### src/hdl/bif_pkg.sv
// Shared types and lane constants for the CPU data to local bus data path, imported by every block
package bif_pkg;

  // Lane geometry, two 74646 style byte lanes per bus word
  localparam int lane_w = 8;                  // Bits per transceiver lane
  localparam int lanes  = 2;                  // Lane 1 upper byte, lane 0 lower byte
  localparam int word_w = lane_w * lanes;     // Full CPU and local bus width

  // One byte lane as seen on either side of a transceiver
  typedef logic [lane_w-1:0] byte_t;

  // One bus word, CD15-0 or LBD15-0
  typedef logic [word_w-1:0] word_t;

  // Raw bus control levels as they arrive from the rest of the CPU
  // Field order gives the ctl nibble, dstb_n in bit 3 down to wlbd_n in bit 0
  typedef struct packed {
    logic dstb_n;   // Data strobe, active low, loads the A register on its rise
    logic ecreq;    // CPU request strobe, loads the B register on its rise
    logic emd_n;    // Output enable, active low
    logic wlbd_n;   // Direction, high drives the CPU bus from the local bus
  } bif_ctl_t;

  // Decoded transfer control, all active high
  // The capture pulses are one clock wide and sampled at the rising edge
  typedef struct packed {
    logic cap_ab;   // Load A register from the local bus side
    logic cap_ba;   // Load B register from the CPU bus side
    logic dir_ab;   // A to B, local bus drives CPU bus
    logic sel_ab;   // A to B path shows the stored A value
    logic oe;       // Either output may drive
  } xfer_t;

  // Sizes that the decode and the datapath rely on
  // bif_ctl_t  4 bits
  // xfer_t     5 bits
  // word_t     lanes times lane_w bits

  // Typical sequences on the bus
  // Write  wlbd_n high, dstb_n low passes LBD straight to CD
  //        dstb_n rising stores LBD, CD then holds it while dstb_n stays high
  // Read   wlbd_n low, ecreq rising stores CD, LBD then shows it
  // Idle   emd_n high, both buses read zero, stored bytes kept

endpackage
### src/hdl/bif_dpath_top.sv
// Top level of the CPU data to local bus data path, decode stage feeding the transceiver datapath
`timescale 1ns/1ps

module bif_dpath_top (
  input  logic              clk,       // System clock
  input  logic              arst_n,    // Asynchronous reset, active low
  input  bif_pkg::bif_ctl_t ctl,       // Raw bus strobes and levels
  input  bif_pkg::word_t    lbd_in,    // Local bus data in
  input  bif_pkg::word_t    cd_in,     // CPU data in
  output bif_pkg::word_t    lbd_out,   // Local bus data out
  output bif_pkg::word_t    cd_out,    // CPU data out
  output logic              lbd_oe,    // Local bus drive enable
  output logic              cd_oe      // CPU bus drive enable
);

  import bif_pkg::*;

  // Decoded control between the stages
  xfer_t xfer;

  // Strobe sampling and level decode
  bif_dpath_decode i_decode (
    .clk    (clk),
    .arst_n (arst_n),
    .ctl    (ctl),
    .xfer   (xfer)
  );

  // Byte lanes and output gating
  // Registered paths see the capture one edge after the strobe rise is sampled,
  // live paths are combinational from the inputs
  bif_dpath_cdlbd i_cdlbd (
    .clk     (clk),
    .arst_n  (arst_n),
    .xfer    (xfer),
    .lbd_in  (lbd_in),
    .cd_in   (cd_in),
    .lbd_out (lbd_out),
    .cd_out  (cd_out),
    .lbd_oe  (lbd_oe),
    .cd_oe   (cd_oe)
  );

endmodule

### src/hdl/bif_dpath_cdlbd.sv
// CPU data to local bus data datapath, two 74646 byte lanes between LBD and CD with output gating
`timescale 1ns/1ps

module bif_dpath_cdlbd (
  input  logic           clk,       // System clock
  input  logic           arst_n,    // Asynchronous reset, active low
  input  bif_pkg::xfer_t xfer,      // Decoded transfer control
  input  bif_pkg::word_t lbd_in,    // Local bus data in, A side
  input  bif_pkg::word_t cd_in,     // CPU data in, B side
  output bif_pkg::word_t lbd_out,   // Local bus data out
  output bif_pkg::word_t cd_out,    // CPU data out
  output logic           lbd_oe,    // Datapath drives the local bus
  output logic           cd_oe      // Datapath drives the CPU bus
);

  import bif_pkg::*;

  // Words as joined from the lane outputs
  word_t lbd_lane;   // A side outputs of all lanes
  word_t cd_lane;    // B side outputs of all lanes

  // One transceiver per byte, lane 1 is bits 15..8
  // All lanes share the same strobes, as CHIP_7B and CHIP_6B do on the sheet
  for (genvar i = 0; i < lanes; i++) begin : g_lane
    ttl_74646 i_lane (
      .clk    (clk),
      .arst_n (arst_n),
      .cap_ab (xfer.cap_ab),                       // Data strobe rising
      .cap_ba (xfer.cap_ba),                       // CPU request rising
      .dir_ab (xfer.dir_ab),                       // From wlbd_n
      .sel_ab (xfer.sel_ab),                       // From dstb_n
      .oe     (xfer.oe),
      .a_in   (lbd_in[i*lane_w +: lane_w]),
      .b_in   (cd_in[i*lane_w +: lane_w]),
      .a_out  (lbd_lane[i*lane_w +: lane_w]),
      .b_out  (cd_lane[i*lane_w +: lane_w])
    );
  end

  // Which bus this block drives, used as the board tri-state enables
  // Never both, dir_ab picks one side
  assign cd_oe  = xfer.oe &  xfer.dir_ab;   // Write, LBD toward CD
  assign lbd_oe = xfer.oe & ~xfer.dir_ab;   // Read, stored CD toward LBD

  // Board level gating, a released bus reads as zero
  // CD is pulled to zero while emd_n is high
  assign cd_out  = cd_oe  ? cd_lane  : '0;
  assign lbd_out = lbd_oe ? lbd_lane : '0;

  // Summary of the paths
  // wlbd_n high, dstb_n low    cd_out follows lbd_in
  // wlbd_n high, dstb_n high   cd_out holds lbd_in from the dstb_n rise
  // wlbd_n low                 lbd_out holds cd_in from the last ecreq rise
  // emd_n high                 both zero, registers unchanged

endmodule

### src/hdl/ttl_74646.sv
// Byte wide registered bus transceiver in the manner of a 74646, one instance per datapath lane
`timescale 1ns/1ps

module ttl_74646 (
  input  logic           clk,      // System clock, replaces the CLKAB and CLKBA pins
  input  logic           arst_n,   // Asynchronous reset, active low
  input  logic           cap_ab,   // Load A register, CLKAB rising
  input  logic           cap_ba,   // Load B register, CLKBA rising
  input  logic           dir_ab,   // DIR, high drives the B side
  input  logic           sel_ab,   // SAB, high shows stored A on the B side
  input  logic           oe,       // Inverse of OE_n
  input  bif_pkg::byte_t a_in,     // A side data in
  input  bif_pkg::byte_t b_in,     // B side data in
  output bif_pkg::byte_t a_out,    // A side data out, zero when not driven
  output bif_pkg::byte_t b_out     // B side data out, zero when not driven
);

  import bif_pkg::*;

  // Storage registers
  byte_t a_q;        // Last captured A input
  byte_t b_q;        // Last captured B input

  // Selected data for each direction before gating
  byte_t ab_data;    // Toward the B side
  byte_t ba_data;    // Toward the A side

  // Output enables per side
  logic drive_b;
  logic drive_a;

  // A register, loads on the capture pulse only
  always_ff @(posedge clk or negedge arst_n) begin
    if (!arst_n) begin
      a_q <= '0;
    end else if (cap_ab) begin
      a_q <= a_in;
    end
  end

  // B register, independent of the A side
  always_ff @(posedge clk or negedge arst_n) begin
    if (!arst_n) begin
      b_q <= '0;
    end else if (cap_ba) begin
      b_q <= b_in;
    end
  end

  // Live or stored selection
  // On the board SBA is strapped high, so B to A is always stored
  always_comb begin
    ab_data = sel_ab ? a_q : a_in;   // Stored or real time A
    ba_data = b_q;                   // Stored B only
  end

  // Only one side drives at a time, chosen by DIR
  assign drive_b = oe &  dir_ab;
  assign drive_a = oe & ~dir_ab;

  // A side that is off reads as zero, standing in for a floating bus
  assign b_out = drive_b ? ab_data : '0;
  assign a_out = drive_a ? ba_data : '0;

  // Truth table, oe high
  // dir_ab  sel_ab  b_out    a_out
  //   1       0     a_in     0
  //   1       1     a_q      0
  //   0       x     0        b_q
  // With oe low both outputs are zero and the registers still load

endmodule

### src/hdl/bif_dpath_decode.sv
// Decode stage that samples the bus strobes on clk and builds the transfer control for the datapath
`timescale 1ns/1ps

module bif_dpath_decode (
  input  logic              clk,      // System clock, strobes sampled on the rising edge
  input  logic              arst_n,   // Asynchronous reset, active low
  input  bif_pkg::bif_ctl_t ctl,      // Raw strobe and level inputs
  output bif_pkg::xfer_t    xfer      // Capture pulses and decoded levels
);

  // Previous strobe levels, one flop per strobe
  logic dstb_n_q;   // dstb_n at the last rising edge
  logic ecreq_q;    // ecreq at the last rising edge

  // Rising edge detect terms
  logic dstb_rise;
  logic ecreq_rise;

  // Both flops come out of reset high
  // A strobe that is already high after reset then gives no pulse
  // It has to drop low and come back before anything is captured
  always_ff @(posedge clk or negedge arst_n) begin
    if (!arst_n) begin
      dstb_n_q <= 1'b1;
      ecreq_q  <= 1'b1;
    end else begin
      dstb_n_q <= ctl.dstb_n;
      ecreq_q  <= ctl.ecreq;
    end
  end

  // High now, low at the previous edge
  // The register loads at the edge where this is seen
  assign dstb_rise  = ctl.dstb_n & ~dstb_n_q;
  assign ecreq_rise = ctl.ecreq  & ~ecreq_q;

  // Map onto the active high transfer struct
  always_comb begin
    xfer.cap_ab = dstb_rise;          // LBD into the A registers
    xfer.cap_ba = ecreq_rise;         // CD into the B registers

    // Level fields pass straight through, no added latency
    xfer.dir_ab = ctl.wlbd_n;         // High means local bus to CPU bus
    xfer.sel_ab = ctl.dstb_n;         // Strobe high shows the stored A value
    xfer.oe     = ~ctl.emd_n;         // Enable is active low on the bus
  end

  // Note on sel_ab
  // While dstb_n is low the A to B path is live
  // The same edge that raises sel_ab also loads the A register,
  // so the CPU bus sees the captured word from that edge on

endmodule

### config.mk
export PLATFORM = sky130hd
export DESIGN_NAME = bif_dpath_top
export DESIGN_NICKNAME = d
export VERILOG_FILES = /design/src/hdl/bif_pkg.sv /design/src/hdl/bif_dpath_top.sv /design/src/hdl/bif_dpath_cdlbd.sv /design/src/hdl/ttl_74646.sv /design/src/hdl/bif_dpath_decode.sv
export SDC_FILE = /design/constraint.sdc
export NUM_CORES = 1
export LEC_CHECK = 0
export ABC_AREA = 0
export BUFFER_PORTS_ARGS = -buffer_cell sky130_fd_sc_hd__buf_2
export CAP_MARGIN = 20
export CORE_MARGIN = 2
export CORE_UTILIZATION = 42
export DETAILED_ROUTE_END_ITERATION = 8
export GPL_TIMING_DRIVEN = 0
export PLACE_DENSITY = 0.79
export SLEW_MARGIN = 0
export SYNTH_ARGS = -nofsm -noshare
export SYNTH_HDL_FRONTEND = slang
export SYNTH_SLANG_ARGS = --single-unit
### constraint.sdc
create_clock -name clk -period 1.4 [get_ports clk]
set_clock_uncertainty 0.2 [all_clocks]
set_input_delay 0.21 -clock clk [delete_from_list [all_inputs] [get_ports clk]]
set_output_delay 0.21 -clock clk [all_outputs]
set_load 0.05 [all_outputs]
Word-level counts from Yosys, hierarchy flattened
Index checks and enable logic that the tools add are counted.
{"block": "totals", "inputBits": 38, "ff_bits": 34}
{"block": "classes", "mux": 4, "n_bitwise": 8}
{"cell": "two-way mux 16 bit", "n": 2}
{"cell": "two-way mux 8 bit", "n": 2}
{"cell": "AND 1 bit", "n": 4}
{"cell": "inverter 1 bit", "n": 4}

Longest topological paths before layout
Gate-level depths: netlist of the first run.
{"block": "depth", "ltp_word": 3, "depth_mapped": 5, "ltp_nobuf": 2}

By module
A second synthesis of the first run with hierarchy kept.
{"block": "unflattened", "hier_cells": 171, "area_unflattened_um2": 2090.8}
{"mod": "ttl_74646", "area_per_inst_um2": 847.1, "n_inst": 2, "cells_each": 61}
{"mod": "bif_dpath_cdlbd", "area_per_inst_um2": 282.8, "n_inst": 1, "cells_each": 40}
{"mod": "bif_dpath_decode", "area_per_inst_um2": 113.9, "n_inst": 1, "cells_each": 9}

Worst setup path after synthesis of the first run
Ideal clock, no wire load.
{"block": "synth_timing", "path_type": "input-to-output", "startpoint": "input ctl[1] (netlist bit)", "endpoint": "output lbd_out[10]", "cell_stages": 3, "t_arrival_ns": 1.558, "t_required_ns": 0.990, "setup_slack_ns": -0.568, "n_path_buf": 1, "cell_sequence": "nor2_1 > clkbuf_1 > and2_1"}
{"block": "synth_via", "elab_chain_len": 3}
{"element": "start: declaration", "line_no": "bif_dpath_top.sv:7", "source": "input bif_pkg::bif_ctl_t ctl,"}
{"element": "inverter 1 bit", "line_no": "bif_dpath_decode.sv:45", "source": "xfer.oe = ~ctl.emd_n;"}
{"element": "AND 1 bit", "line_no": "bif_dpath_cdlbd.sv:43", "source": "assign lbd_oe = xfer.oe & ~xfer.dir_ab;"}
{"element": "via lbd_oe", "line_no": "bif_dpath_top.sv:12", "source": "output logic lbd_oe,"}
{"element": "two-way mux 16 bit", "line_no": "bif_dpath_cdlbd.sv:48", "source": "assign lbd_out = lbd_oe ? lbd_lane : '0;"}
{"element": "end: declaration", "line_no": "bif_dpath_top.sv:10", "source": "output bif_pkg::word_t lbd_out,"}
The timed path passes the listed nets, and every way through them passes these cells.

Worst setup path after layout of the first run
{"block": "layout_timing", "startpoint": "register i_cdlbd.g_lane[0].i_lane.a_q[1]", "endpoint": "output cd_out[1]"}
{"block": "layout_via", "elab_chain_len": 2}
{"element": "start: declaration", "line_no": "ttl_74646.sv:21", "source": "byte_t a_q;"}
{"element": "start signal: assignment", "line_no": "ttl_74646.sv:37", "source": "a_q <= a_in;"}
{"element": "two-way mux 8 bit", "line_no": "ttl_74646.sv:53", "source": "ab_data = sel_ab ? a_q : a_in;"}
{"element": "two-way mux 16 bit", "line_no": "bif_dpath_cdlbd.sv:47", "source": "assign cd_out = cd_oe ? cd_lane : '0;"}
{"element": "end: declaration", "line_no": "bif_dpath_top.sv:11", "source": "output bif_pkg::word_t cd_out,"}
No other way between the ends.

==> results of run 1 <==
==> worst max-delay path by stage <==
stage	depth (start not counted)	end	start	slack, ps
final	3	cd_out[1]	i_cdlbd.g_lane[0].i_lane.a_q[1]	-140
after global routing	3	cd_out[1]	i_cdlbd.g_lane[0].i_lane.a_q[1]	-190
after global placement	6	cd_out[7]	ctl[1]	-390
after floorplan	3	cd_out[0]	ctl[1]	-190
after detailed placement	6	cd_out[7]	ctl[1]	-420
after CTS	4	i_cdlbd.g_lane[0].i_lane.a_q[7]	i_decode.dstb_n_q	-120
==> final cells by class <==
class,instances,area share
well taps,48,0.0192
flip-flops and latches,34,0.272
inverters,1,0.00120
clock buffers,5,0.0220
plain buffers,6,0.0308
repair buffers,122,0.359
clock inverters,3,0.0144
multi-input cells,84,0.281
==> per-layer routing <==
layer	routed length [um]	track usage	vias to the layer above
li1	-	-	682
met1	2010	0.223	712
met2	3020	0.429	55
met3	262	0.0659	8
met4	81	0.0536	0
met5	0	0	-
==> timing repair <==
item,in CTS,in global routing
gates resized for setup,73,40
hold endpoints to repair,65,0
cloned,2,1
hold buffers,34,0
setup endpoints to repair,60,64
pin swaps,4,3
setup buffers,6,9
==> sequential cells by signal, indices dropped and copies added, names as in the netlist <==
register,cells
i_decode.dstb_n_q,1
i_decode.ecreq_q,1
i_cdlbd.g_lane.i_lane.b_q,16
i_cdlbd.g_lane.i_lane.a_q,16
==> cell usage in the layout (no fill, tap or decap) <==
cell type,synthesis,routed
and2_1,16,2
mux2_2,22,16
dfstp_2,2,2
mux2i_1,16,13
buf_2,2,37
clkbuf_8,0,5
buf_16,0,1
bufinv_16,0,1
and2_4,0,14
dlygate4sd3_1,0,34
nor2_2,0,10
buf_12,0,5
buf_8,0,10
nor2b_4,0,1
clkinvlp_4,0,2
mux2i_2,0,2
nor2_4,0,2
buf_4,2,12
nor2_1,17,5
mux2i_4,0,1
inv_1,1,1
dfrtp_1,32,32
mux2_4,10,16
nand2b_4,1,2
buf_6,3,29
==> through the flow <==
stage	cells	hold slack, ps	power (mW)	util	worst slack [ps]
5_1_grt	303	9.93	3.27	0.837	-188
2_1_floorplan	128	-286	1.72	-	-186
6_report	303	4.09	3.15	0.837	-137
4_1_cts	294	0.980	3.00	0.786	-121
3_3_place_gp	247	113	1.88	0.576	-394
3_5_place_dp	247	111	1.90	0.576	-418
==> worst register-to-register path, stage by stage, from the launching register on <==
cell and delay (ps):
dfstp_2 520, nand2b_4 130, buf_12 140, buf_12 120
mux2_4 300
==> power by group through the flow <==
stage	logic (mW)	clock network, mW	registers (mW)
2_1_floorplan	0.533	0	1.19
3_3_place_gp	0.680	0	1.20
3_5_place_dp	0.692	0	1.21
4_1_cts	0.896	0.915	1.19
5_1_grt	1.09	0.959	1.22
6_report	1.04	0.902	1.21
==> kinds of logic after synthesis <==
logic type | share of synthesized area
buffers and inverters | 0.0419
multiplexers | 0.334
AND/OR/NAND/NOR | 0.114
flip-flops | 0.510
==> metrics.cfg, run 1 <==
[clock_network]
clk_pin_slew_ps = 80
cts_tree = built
ctsRootBufferMaster = clkbuf_8
cts_htree_levels = 2
clkLatencyLatePin_ps = 290
cts_buffers = 5
clockBufferDepth = 2
clkSinkCount = 34

[synthesis]
synth.top_cell.area_share = 0.479
synthTopCellsByArea = dfrtp_1 (48%), mux2_2 (15%), mux2i_1 (9.6%)
ys_types = 15
seq_area_frac_synth = 0.510
yosysMostFrequentCell = dfrtp_1
synth_edf_count = 0
syn_nets = 166
synth_top_area_cell = dfrtp_1
ys_top_cells_by_count = dfrtp_1 (32), mux2_2 (22), nor2_1 (17), and2_1 (16), mux2i_1 (16)
synth_top_flop_cell = dfrtp_1
syn_area_sq_um = 1670
synth_cells = 128
async_flop_share = 1.00
synth_seq_cells = 34
synth.avg_cell_area_sq_um = 13.1
ys_warn_count = 0

[layout]
num_antenna_cells = 0
drive_above_1_share = 0.659
seq_area_sq_um = 853
n_fill_cell = 188
multiInputGateArea_sq_um = 881
area_growth_pct = 87.4
nNetsFinal = 292
final_area_sq_um = 3130

[setup_path]
slowest_delay_ps = 380
critPathBufInv = 1
start_kind = register
cp-end-kind = output pin
critPathSlowestCell = dfrtp_1
cp_max_fo = 2
r2r-start = i_decode.dstb_n_q
r2r_end = i_cdlbd.g_lane[0].i_lane.a_q[7]
cp_data_arrival_time_ps = 1130
r2r_slack_ps = -130
reg2regPathDepth = 4
crit_chain = mux2i_1 > nor2_1 > buf_6
cp_top_family = flip-flops
critPathRequiredTime_ps = 990
path_class = register to output pin

[power]
p_clk_frac = 0.287
p_seq_frac = 0.384
powerDensity_nw_per_um2 = 1000
internal-power_mw = 2.21
switching_power_mw = 0.935
comb_power_share = 0.329
power_leakage_nw = 1.53
ir_drop_v = 0.000665
p_sw_frac = 0.297

[sta]
rsz0062_at_grt = true
setup_slack_ps = -137
fin_setup_tns_ps = -2460
hold_viol = 0
fin_crit_sh = 1.10
tightest_slew_ps = 746
maxSlewHeadroom = 0.503
finalMaxSlewViolations = 0
finalCriticalPeriod_ps = 1540
finalSetupViolCount = 31
fmax_mhz = 651

[die]
coreArea_sq_um = 3740
die_x_um = 67.1
initial_core_util = 0.447
io_pins = 72
dieArea_sq_um = 4500
die_h_um = 67.1
fp-row-count = 22

[placement]
globalplace.congestion = 0.732
io_buffer_count = 71
postPlaceCellArea_sq_um = 2160
dp_hpwl_mm = 2.26

[global_routing]
grt-ovfl-total = 0
grt_antenna_before_repair = 0
grt_pass1_wl_mm = 7.13
track_usage = 0.220
grt_pass1_vias = 1498
grt_max_degree = 35

[job]
drv_cap = 0

[route]
drtIter0Drc = 54
via_count = 1457
vias_per_cell = 4.81
ant_nets = 0
wl_per_cell_um = 17.7
drcViolationCount = 0
routed_wl_mm = 5.38
first_pass_iters = 2

[outcome]
violations = setup timing
outcome = complete, but fails checks

[min_path]
hold_path_end = i_cdlbd.g_lane[1].i_lane.a_q[2]
whs_path_depth = 2
hold_start = lbd_in[10]
hold_class = input port to register

Power figures use the tool's default switching activity.
==> run 2: changes to the inputs <==
--- a/config.mk
+++ b/config.mk
@@ -15,3 +15,3 @@
 export PLACE_DENSITY = 0.79
-export SLEW_MARGIN = 0
+export SLEW_MARGIN = 20
 export SYNTH_ARGS = -nofsm -noshare
==> constraint.sdc (replaced) <==
create_clock -name clk -period 1.4 [get_ports clk]
set_clock_uncertainty 0.2 [all_clocks]
set_input_delay 0.07 -clock clk [delete_from_list [all_inputs] [get_ports clk]]
set_output_delay 0.07 -clock clk [all_outputs]
set_load 0.05 [all_outputs]
==> run 2 against run 1 <==
  * The flow still finishes with violations (setup timing)
  * Largest power group unchanged
  * Via count down 5.1%
  * First-iteration DRC count increased by 7.4%
  * Utilization decreased by 11 points
  * Worst setup slack better by 87 ps
  * Combinational power fell by 21%
  * Sequential power barely moved
  * Cell area shrank 14%
==> metrics.cfg, run 2 (synthesized netlist as in run 1, its figures left out) <==
[outcome]
outcome = complete, but fails checks  ; unchanged
violations = setup timing  ; unchanged

[die]
die_x_um = 67.1  ; unchanged
initial_core_util = 0.447  ; unchanged
fp-row-count = 22  ; unchanged
io_pins = 72  ; unchanged
die_h_um = 67.1  ; unchanged
coreArea_sq_um = 3740  ; unchanged
dieArea_sq_um = 4500  ; unchanged

[clock_network]
ctsRootBufferMaster = clkbuf_8  ; unchanged
clkLatencyLatePin_ps = 270  ; was 290 ps
clkSinkCount = 34  ; unchanged
clockBufferDepth = 2  ; unchanged
clk_pin_slew_ps = 60  ; was 80 ps
cts_buffers = 5  ; unchanged
cts_htree_levels = 2  ; unchanged
cts_tree = built  ; unchanged

[layout]
final_util = 0.724  ; was 0.837
final_cells = 288  ; was 303
drive_above_1_share = 0.542  ; was 0.659
num_antenna_cells = 0  ; unchanged
largestRegisters = i_cdlbd.g_lane.i_lane.a_q (16), i_cdlbd.g_lane.i_lane.b_q (16)  ; unchanged
final_cell_mix = buf_2 (53), dlygate4sd3_1 (35), dfrtp_1 (32)  ; was buf_2 (37), dlygate4sd3_1 (34), dfrtp_1 (32)
n_fill_cell = 253  ; was 188
nNetsFinal = 278  ; was 292
area_growth_pct = 62.1  ; was 87.4%
mostFrequentLayoutCell = buf_2  ; unchanged
final_area_sq_um = 2710  ; was 3130 sq um

[sta]
finalCriticalPeriod_ps = 1450  ; was 1540 ps
finalMaxSlewViolations = 0  ; unchanged
tightest_slew_ps = 754  ; was 746 ps
hold_ws_ps = 200  ; was 4.09 ps
fin_crit_sh = 1.04  ; was 1.10
hold_viol = 0  ; unchanged
setup_slack_ps = -49.4  ; was -137 ps
maxSlewHeadroom = 0.497  ; was 0.503
fmax_mhz = 690  ; was 651 MHz
finalSetupViolCount = 29  ; was 31
fin_setup_tns_ps = -817  ; was -2460 ps
rsz0062_at_grt = true  ; unchanged

[min_path]
hold_class = input port to async pin  ; was input port to register

[route]
drcViolationCount = 0  ; unchanged
ant_nets = 0  ; unchanged
drtIter0Drc = 58  ; was 54
vias_per_cell = 4.80  ; was 4.81
routed_wl_mm = 3.98  ; was 5.38 mm
via_count = 1382  ; was 1457
first_pass_iters = 3  ; was 2
wl_per_cell_um = 13.8  ; was 17.7 um

[placement]
globalplace.congestion = 0.746  ; was 0.732
dp.cells = 247  ; unchanged
postPlaceCellArea_sq_um = 2110  ; was 2160 sq um
io_buffer_count = 71  ; unchanged
dp_hpwl_mm = 2.33  ; was 2.26 mm
place_ws_ps = -140  ; was -418 ps

[power]
power_leakage_nw = 1.38  ; was 1.53 nW
power_mw = 2.67  ; was 3.15 mW
p_sw_frac = 0.297  ; about the same
p_seq_frac = 0.447  ; was 0.384
p_clk_frac = 0.247  ; was 0.287
comb_power_share = 0.306  ; was 0.329
switching_power_mw = 0.793  ; was 0.935 mW
ir_drop_v = 0.000694  ; was 0.000665 V
internal-power_mw = 1.88  ; was 2.21 mW
powerDensity_nw_per_um2 = 985  ; was 1000 nW/um^2

[setup_path]
critPathBufInv = 1  ; unchanged
cp_data_arrival_time_ps = 1410  ; was 1130 ps
cp_max_fo = 6  ; was 2
path_class = register to register  ; was register to output pin
start_kind = register  ; unchanged
critPathRequiredTime_ps = 1360  ; was 990 ps
crit_chain = nand2b_4 > buf_8 > mux2_4  ; was mux2i_1 > nor2_1 > buf_6
critPathSlowestCell = dfstp_2  ; was dfrtp_1
r2r_slack_ps = -50  ; was -130 ps
cp-end-kind = register  ; was output pin
cp_top_family = flip-flops  ; unchanged
slowest_delay_ps = 520  ; was 380 ps

[global_routing]
grt-ovfl-total = 0  ; unchanged
grt_antenna_before_repair = 0  ; unchanged
grt_max_degree = 35  ; unchanged
track_usage = 0.183  ; was 0.220
grt_pass1_vias = 1456  ; was 1498
grt_pass1_wl_mm = 6.20  ; was 7.13 mm

[job]
drv_cap = 0  ; unchanged

run 2: cell count changes in the layout (fill, tap and decap cells not counted), moves of 3 or more:
cell	previous run	this run
nor2_2	10	1
mux2i_1	13	16
buf_12	5	1
buf_4	12	6
nor2_1	5	15
buf_2	37	53
buf_8	10	2
and2_1	2	8
and2_2	0	8
buf_6	29	13
and2_4	14	0
run 2: worst paths after layout:
check / startpoint / to / depth (start not counted)
max in group asynchronous: arst_n / i_cdlbd.g_lane[1].i_lane.b_q[3] / 2
max reg2reg: i_decode.dstb_n_q / i_cdlbd.g_lane[1].i_lane.a_q[5] / 3
min: arst_n / i_cdlbd.g_lane[1].i_lane.a_q[7] / 2
max: i_decode.dstb_n_q / i_cdlbd.g_lane[1].i_lane.a_q[5] / 3
min reg2reg: i_cdlbd.g_lane[0].i_lane.b_q[7] / i_cdlbd.g_lane[0].i_lane.b_q[7] / 1
min in group clk: ctl[2] / i_cdlbd.g_lane[1].i_lane.b_q[3] / 5
run 2: layer usage:
layer | part of all wire | global-route usage | up-vias
met3 | 0.057 | 0.0473 | 6
met5 | 0 | 0 | -
li1 | - | - | 653
met1 | 0.40 | 0.210 | 677
met4 | 0.011 | 0.0536 | 0
met2 | 0.53 | 0.329 | 46
run 2: power groups by stage:
stage	logic, mW	clock network, mW	registers (mW)
6_report	0.817	0.658	1.19
5_1_grt	0.870	0.731	1.21
4_1_cts	0.777	0.681	1.19
3_5_place_dp	0.667	0	1.21
3_3_place_gp	0.654	0	1.20
2_1_floorplan	0.506	0	1.19
run 2: worst reg2reg max path, delay by kind of cell (launching register included):
family        cells  cell delay (ps)
simple gates      1              170
buf+inv           1              150
mux               1              300
flops             1              520
run 2: area by class of cell:
class                   count  area [sq um]  share of cell area
flip-flops and latches     34           853               0.315
repair buffers            107           851               0.314
multi-input cells          84           793               0.293
clock buffers               7          76.3              0.0282
plain buffers               7          71.3              0.0263
well taps                  48          60.1              0.0222
inverters                   1          3.75             0.00139
run 2: timing repair:
action	in CTS	in global routing
setup buffers	3	1
gates cloned	1	1
pin swaps	0	5
resized for setup	14	39
hold buffers	34	1
setup endpoints to repair	31	56
endpoints found under the hold margin	66	1
==> run 3: changes to the inputs <==
- SETUP_SLACK_MARGIN: default -> 0.1
==> run 3 against run 2 <==
  * The run still ends with setup timing left
  * Cell area grew 9.6%
  * First-iteration DRC count fell by 16%
  * Utilization increased by 6.9 points
  * Non-clock buffer count is 20 higher
  * Maximum frequency is 3.5% lower
  * Worst setup slack worse by 53 ps
  * Die area unchanged
  * Cell count rose by 6.9%
  * Sequential share of layout area fell by 2.7 points
  * Register-to-register slack worse by 50 ps
  * Highest routed layer unchanged
==> metrics.cfg, run 3 (synthesized netlist as in run 1, its figures left out) <==
[outcome]
outcome = complete, but fails checks  ; unchanged
violations = setup timing  ; unchanged

[layout]
final_cells = 308  ; was 288
nNetsFinal = 298  ; was 278
area_growth_pct = 77.5  ; was 62.1%
num_antenna_cells = 0  ; unchanged
final_cell_mix = buf_2 (41), dlygate4sd3_1 (35), dfrtp_1 (32)  ; was buf_2 (53), dlygate4sd3_1 (35), dfrtp_1 (32)
seq_area_sq_um = 853  ; unchanged
drive_above_1_share = 0.585  ; was 0.542
mostFrequentLayoutCell = buf_2  ; unchanged
largestRegisters = i_cdlbd.g_lane.i_lane.a_q (16), i_cdlbd.g_lane.i_lane.b_q (16)  ; unchanged
n_fill_cell = 217  ; was 253
multiInputGateArea_sq_um = 796  ; was 793 sq um

[setup_path]
start_kind = register  ; unchanged
crit_start = i_decode.dstb_n_q  ; unchanged
path_class = register to register  ; unchanged
critPathSlowestCell = dfstp_2  ; unchanged
r2r_slack_ps = -100  ; was -50 ps
cp-endpoint = i_cdlbd.g_lane[1].i_lane.a_q[4]  ; was i_cdlbd.g_lane[1].i_lane.a_q[5]
cp_max_fo = 6  ; unchanged
reg2regPathDepth = 4  ; was 3
slowest_delay_ps = 520  ; about the same
crit_path_frequent_cell = buf_8
r2r_end = i_cdlbd.g_lane[1].i_lane.a_q[4]  ; was i_cdlbd.g_lane[1].i_lane.a_q[5]
critPathRequiredTime_ps = 1360  ; about the same
r2r-start = i_decode.dstb_n_q  ; unchanged
crit_chain = nand2b_4 > buf_8 > buf_8 > mux2_4  ; was nand2b_4 > buf_8 > mux2_4
cp_data_arrival_time_ps = 1460  ; was 1410 ps
cp-end-kind = register  ; unchanged

[clock_network]
cts_htree_levels = 2  ; unchanged
ctsRootBufferMaster = clkbuf_8  ; unchanged
cts_tree = built  ; unchanged
clkLatencyLatePin_ps = 280  ; was 270 ps
clk_pin_slew_ps = 70  ; was 60 ps
clockBufferDepth = 2  ; unchanged
clkSinkCount = 34  ; unchanged
cts_buffers = 5  ; unchanged

[sta]
finalMaxSlewViolations = 0  ; unchanged
finalSetupViolCount = 24  ; was 29
rsz0062_at_grt = true  ; unchanged
finalCriticalPeriod_ps = 1500  ; was 1450 ps
fin_crit_sh = 1.07  ; was 1.04
hold_viol = 0  ; unchanged
fmax_mhz = 666  ; was 690 MHz
maxSlewHeadroom = 0.512  ; was 0.497
setup_slack_ps = -102  ; was -49.4 ps
tightest_slew_ps = 732  ; was 754 ps

[global_routing]
grt-ovfl-total = 0  ; unchanged
grt_antenna_before_repair = 0  ; unchanged
grt_max_degree = 35  ; unchanged
track_usage = 0.191  ; was 0.183
grt_pass1_wl_mm = 6.17  ; was 6.20 mm
grt_pass1_vias = 1359  ; was 1456

[die]
die_x_um = 67.1  ; unchanged
io_pins = 72  ; unchanged
dieArea_sq_um = 4500  ; unchanged
fp-row-count = 22  ; unchanged
initial_core_util = 0.447  ; unchanged
die_h_um = 67.1  ; unchanged
coreArea_sq_um = 3740  ; unchanged

[route]
routed_wl_mm = 4.41  ; was 3.98 mm
vias_per_cell = 4.69  ; was 4.80
drtIter0Drc = 49  ; was 58
ant_nets = 0  ; unchanged
wl_per_cell_um = 14.3  ; was 13.8 um
via_count = 1443  ; was 1382
first_pass_iters = 3  ; unchanged
drcViolationCount = 0  ; unchanged

[min_path]
hold_class = input port to async pin  ; unchanged

[placement]
dp.cells = 247  ; unchanged
dp_hpwl_mm = 2.25  ; was 2.33 mm
place_ws_ps = -133  ; was -140 ps
globalplace.congestion = 0.706  ; was 0.746
io_buffer_count = 71  ; unchanged

[power]
powerDensity_nw_per_um2 = 967  ; was 985 nW/um^2
power_leakage_nw = 1.50  ; was 1.38 nW
ir_drop_v = 0.000741  ; was 0.000694 V

[job]
drv_cap = 0  ; unchanged

[run 3: repair_timing]
| item | in CTS | in global routing |
|---|---|---|
| cloned | 1 | 1 |
| buffers inserted | 3 | 14 |
| pin swaps | 0 | 2 |
| endpoints found under the hold margin | 66 | 1 |
| hold buffers | 34 | 1 |
| resized for setup | 50 | 38 |
| endpoints found under the setup margin | 53 | 62 |
[run 3: routing by layer]
layer / up-vias / GRT usage / routed length (um)
met5: - / 0 / 0
met4: 0 / 0.0612 / 86
met3: 8 / 0.0625 / 201
met2: 43 / 0.351 / 2420
met1: 698 / 0.204 / 1710
li1: 694 / - / -
[run 3: how the worst min path moves through the flow]
| stage | end | slack, ps | cells past startpoint |
|---|---|---|---|
| final | i_cdlbd.g_lane[0].i_lane.a_q[2] | 170 | 2 |
| after global routing | i_cdlbd.g_lane[0].i_lane.b_q[5] | 240 | 2 |
| after CTS | i_decode.dstb_n_q | -300 | 1 |
| after detailed placement | i_cdlbd.g_lane[0].i_lane.a_q[3] | -20 | 1 |
| after global placement | i_cdlbd.g_lane[0].i_lane.a_q[3] | -20 | 1 |
| after floorplan | i_cdlbd.g_lane[0].i_lane.a_q[0] | -430 | 0 |
[run 3: stage by stage]
stage | hold WS, ps | TNS [ps] | power (mW) | area [sq um] | util
floorplan | -426 | -1350 | 1.69 | 1700 | -
global route | 239 | -2330 | 3.00 | 2970 | 0.793
finish | 175 | -1480 | 2.87 | 2970 | 0.793
global placement | -24.8 | -1840 | 1.86 | 2110 | 0.565
detailed placement | -24.0 | -2010 | 1.87 | 2110 | 0.565
CTS | -297 | -1580 | 2.75 | 2750 | 0.734
[run 3: layout make-up]
cell class | instances | share of cell area
inverter | 1 | 0.00126
sequential | 34 | 0.288
tap | 48 | 0.0202
buffer | 9 | 0.0337
multi-input combinational | 84 | 0.268
clock buffer | 7 | 0.0291
timing repair buffer | 125 | 0.360
[run 3: worst max-delay path: cells and delay by family (launching register included)]
family | cells | cell delay [ps]
DFF | 1 | 520
and+or+nand+nor | 1 | 110
buffers and inverters | 2 | 250
muxes | 1 | 300
[run 3: report_power, final]
| part | total (mW) | switching [mW] | internal [mW] |
|---|---|---|---|
| registers | 1.20 | 0.0721 | 1.12 |
| clock network | 0.721 | 0.331 | 0.390 |
| logic | 0.953 | 0.442 | 0.511 |
| total | 2.87 | 0.845 | 2.03 |
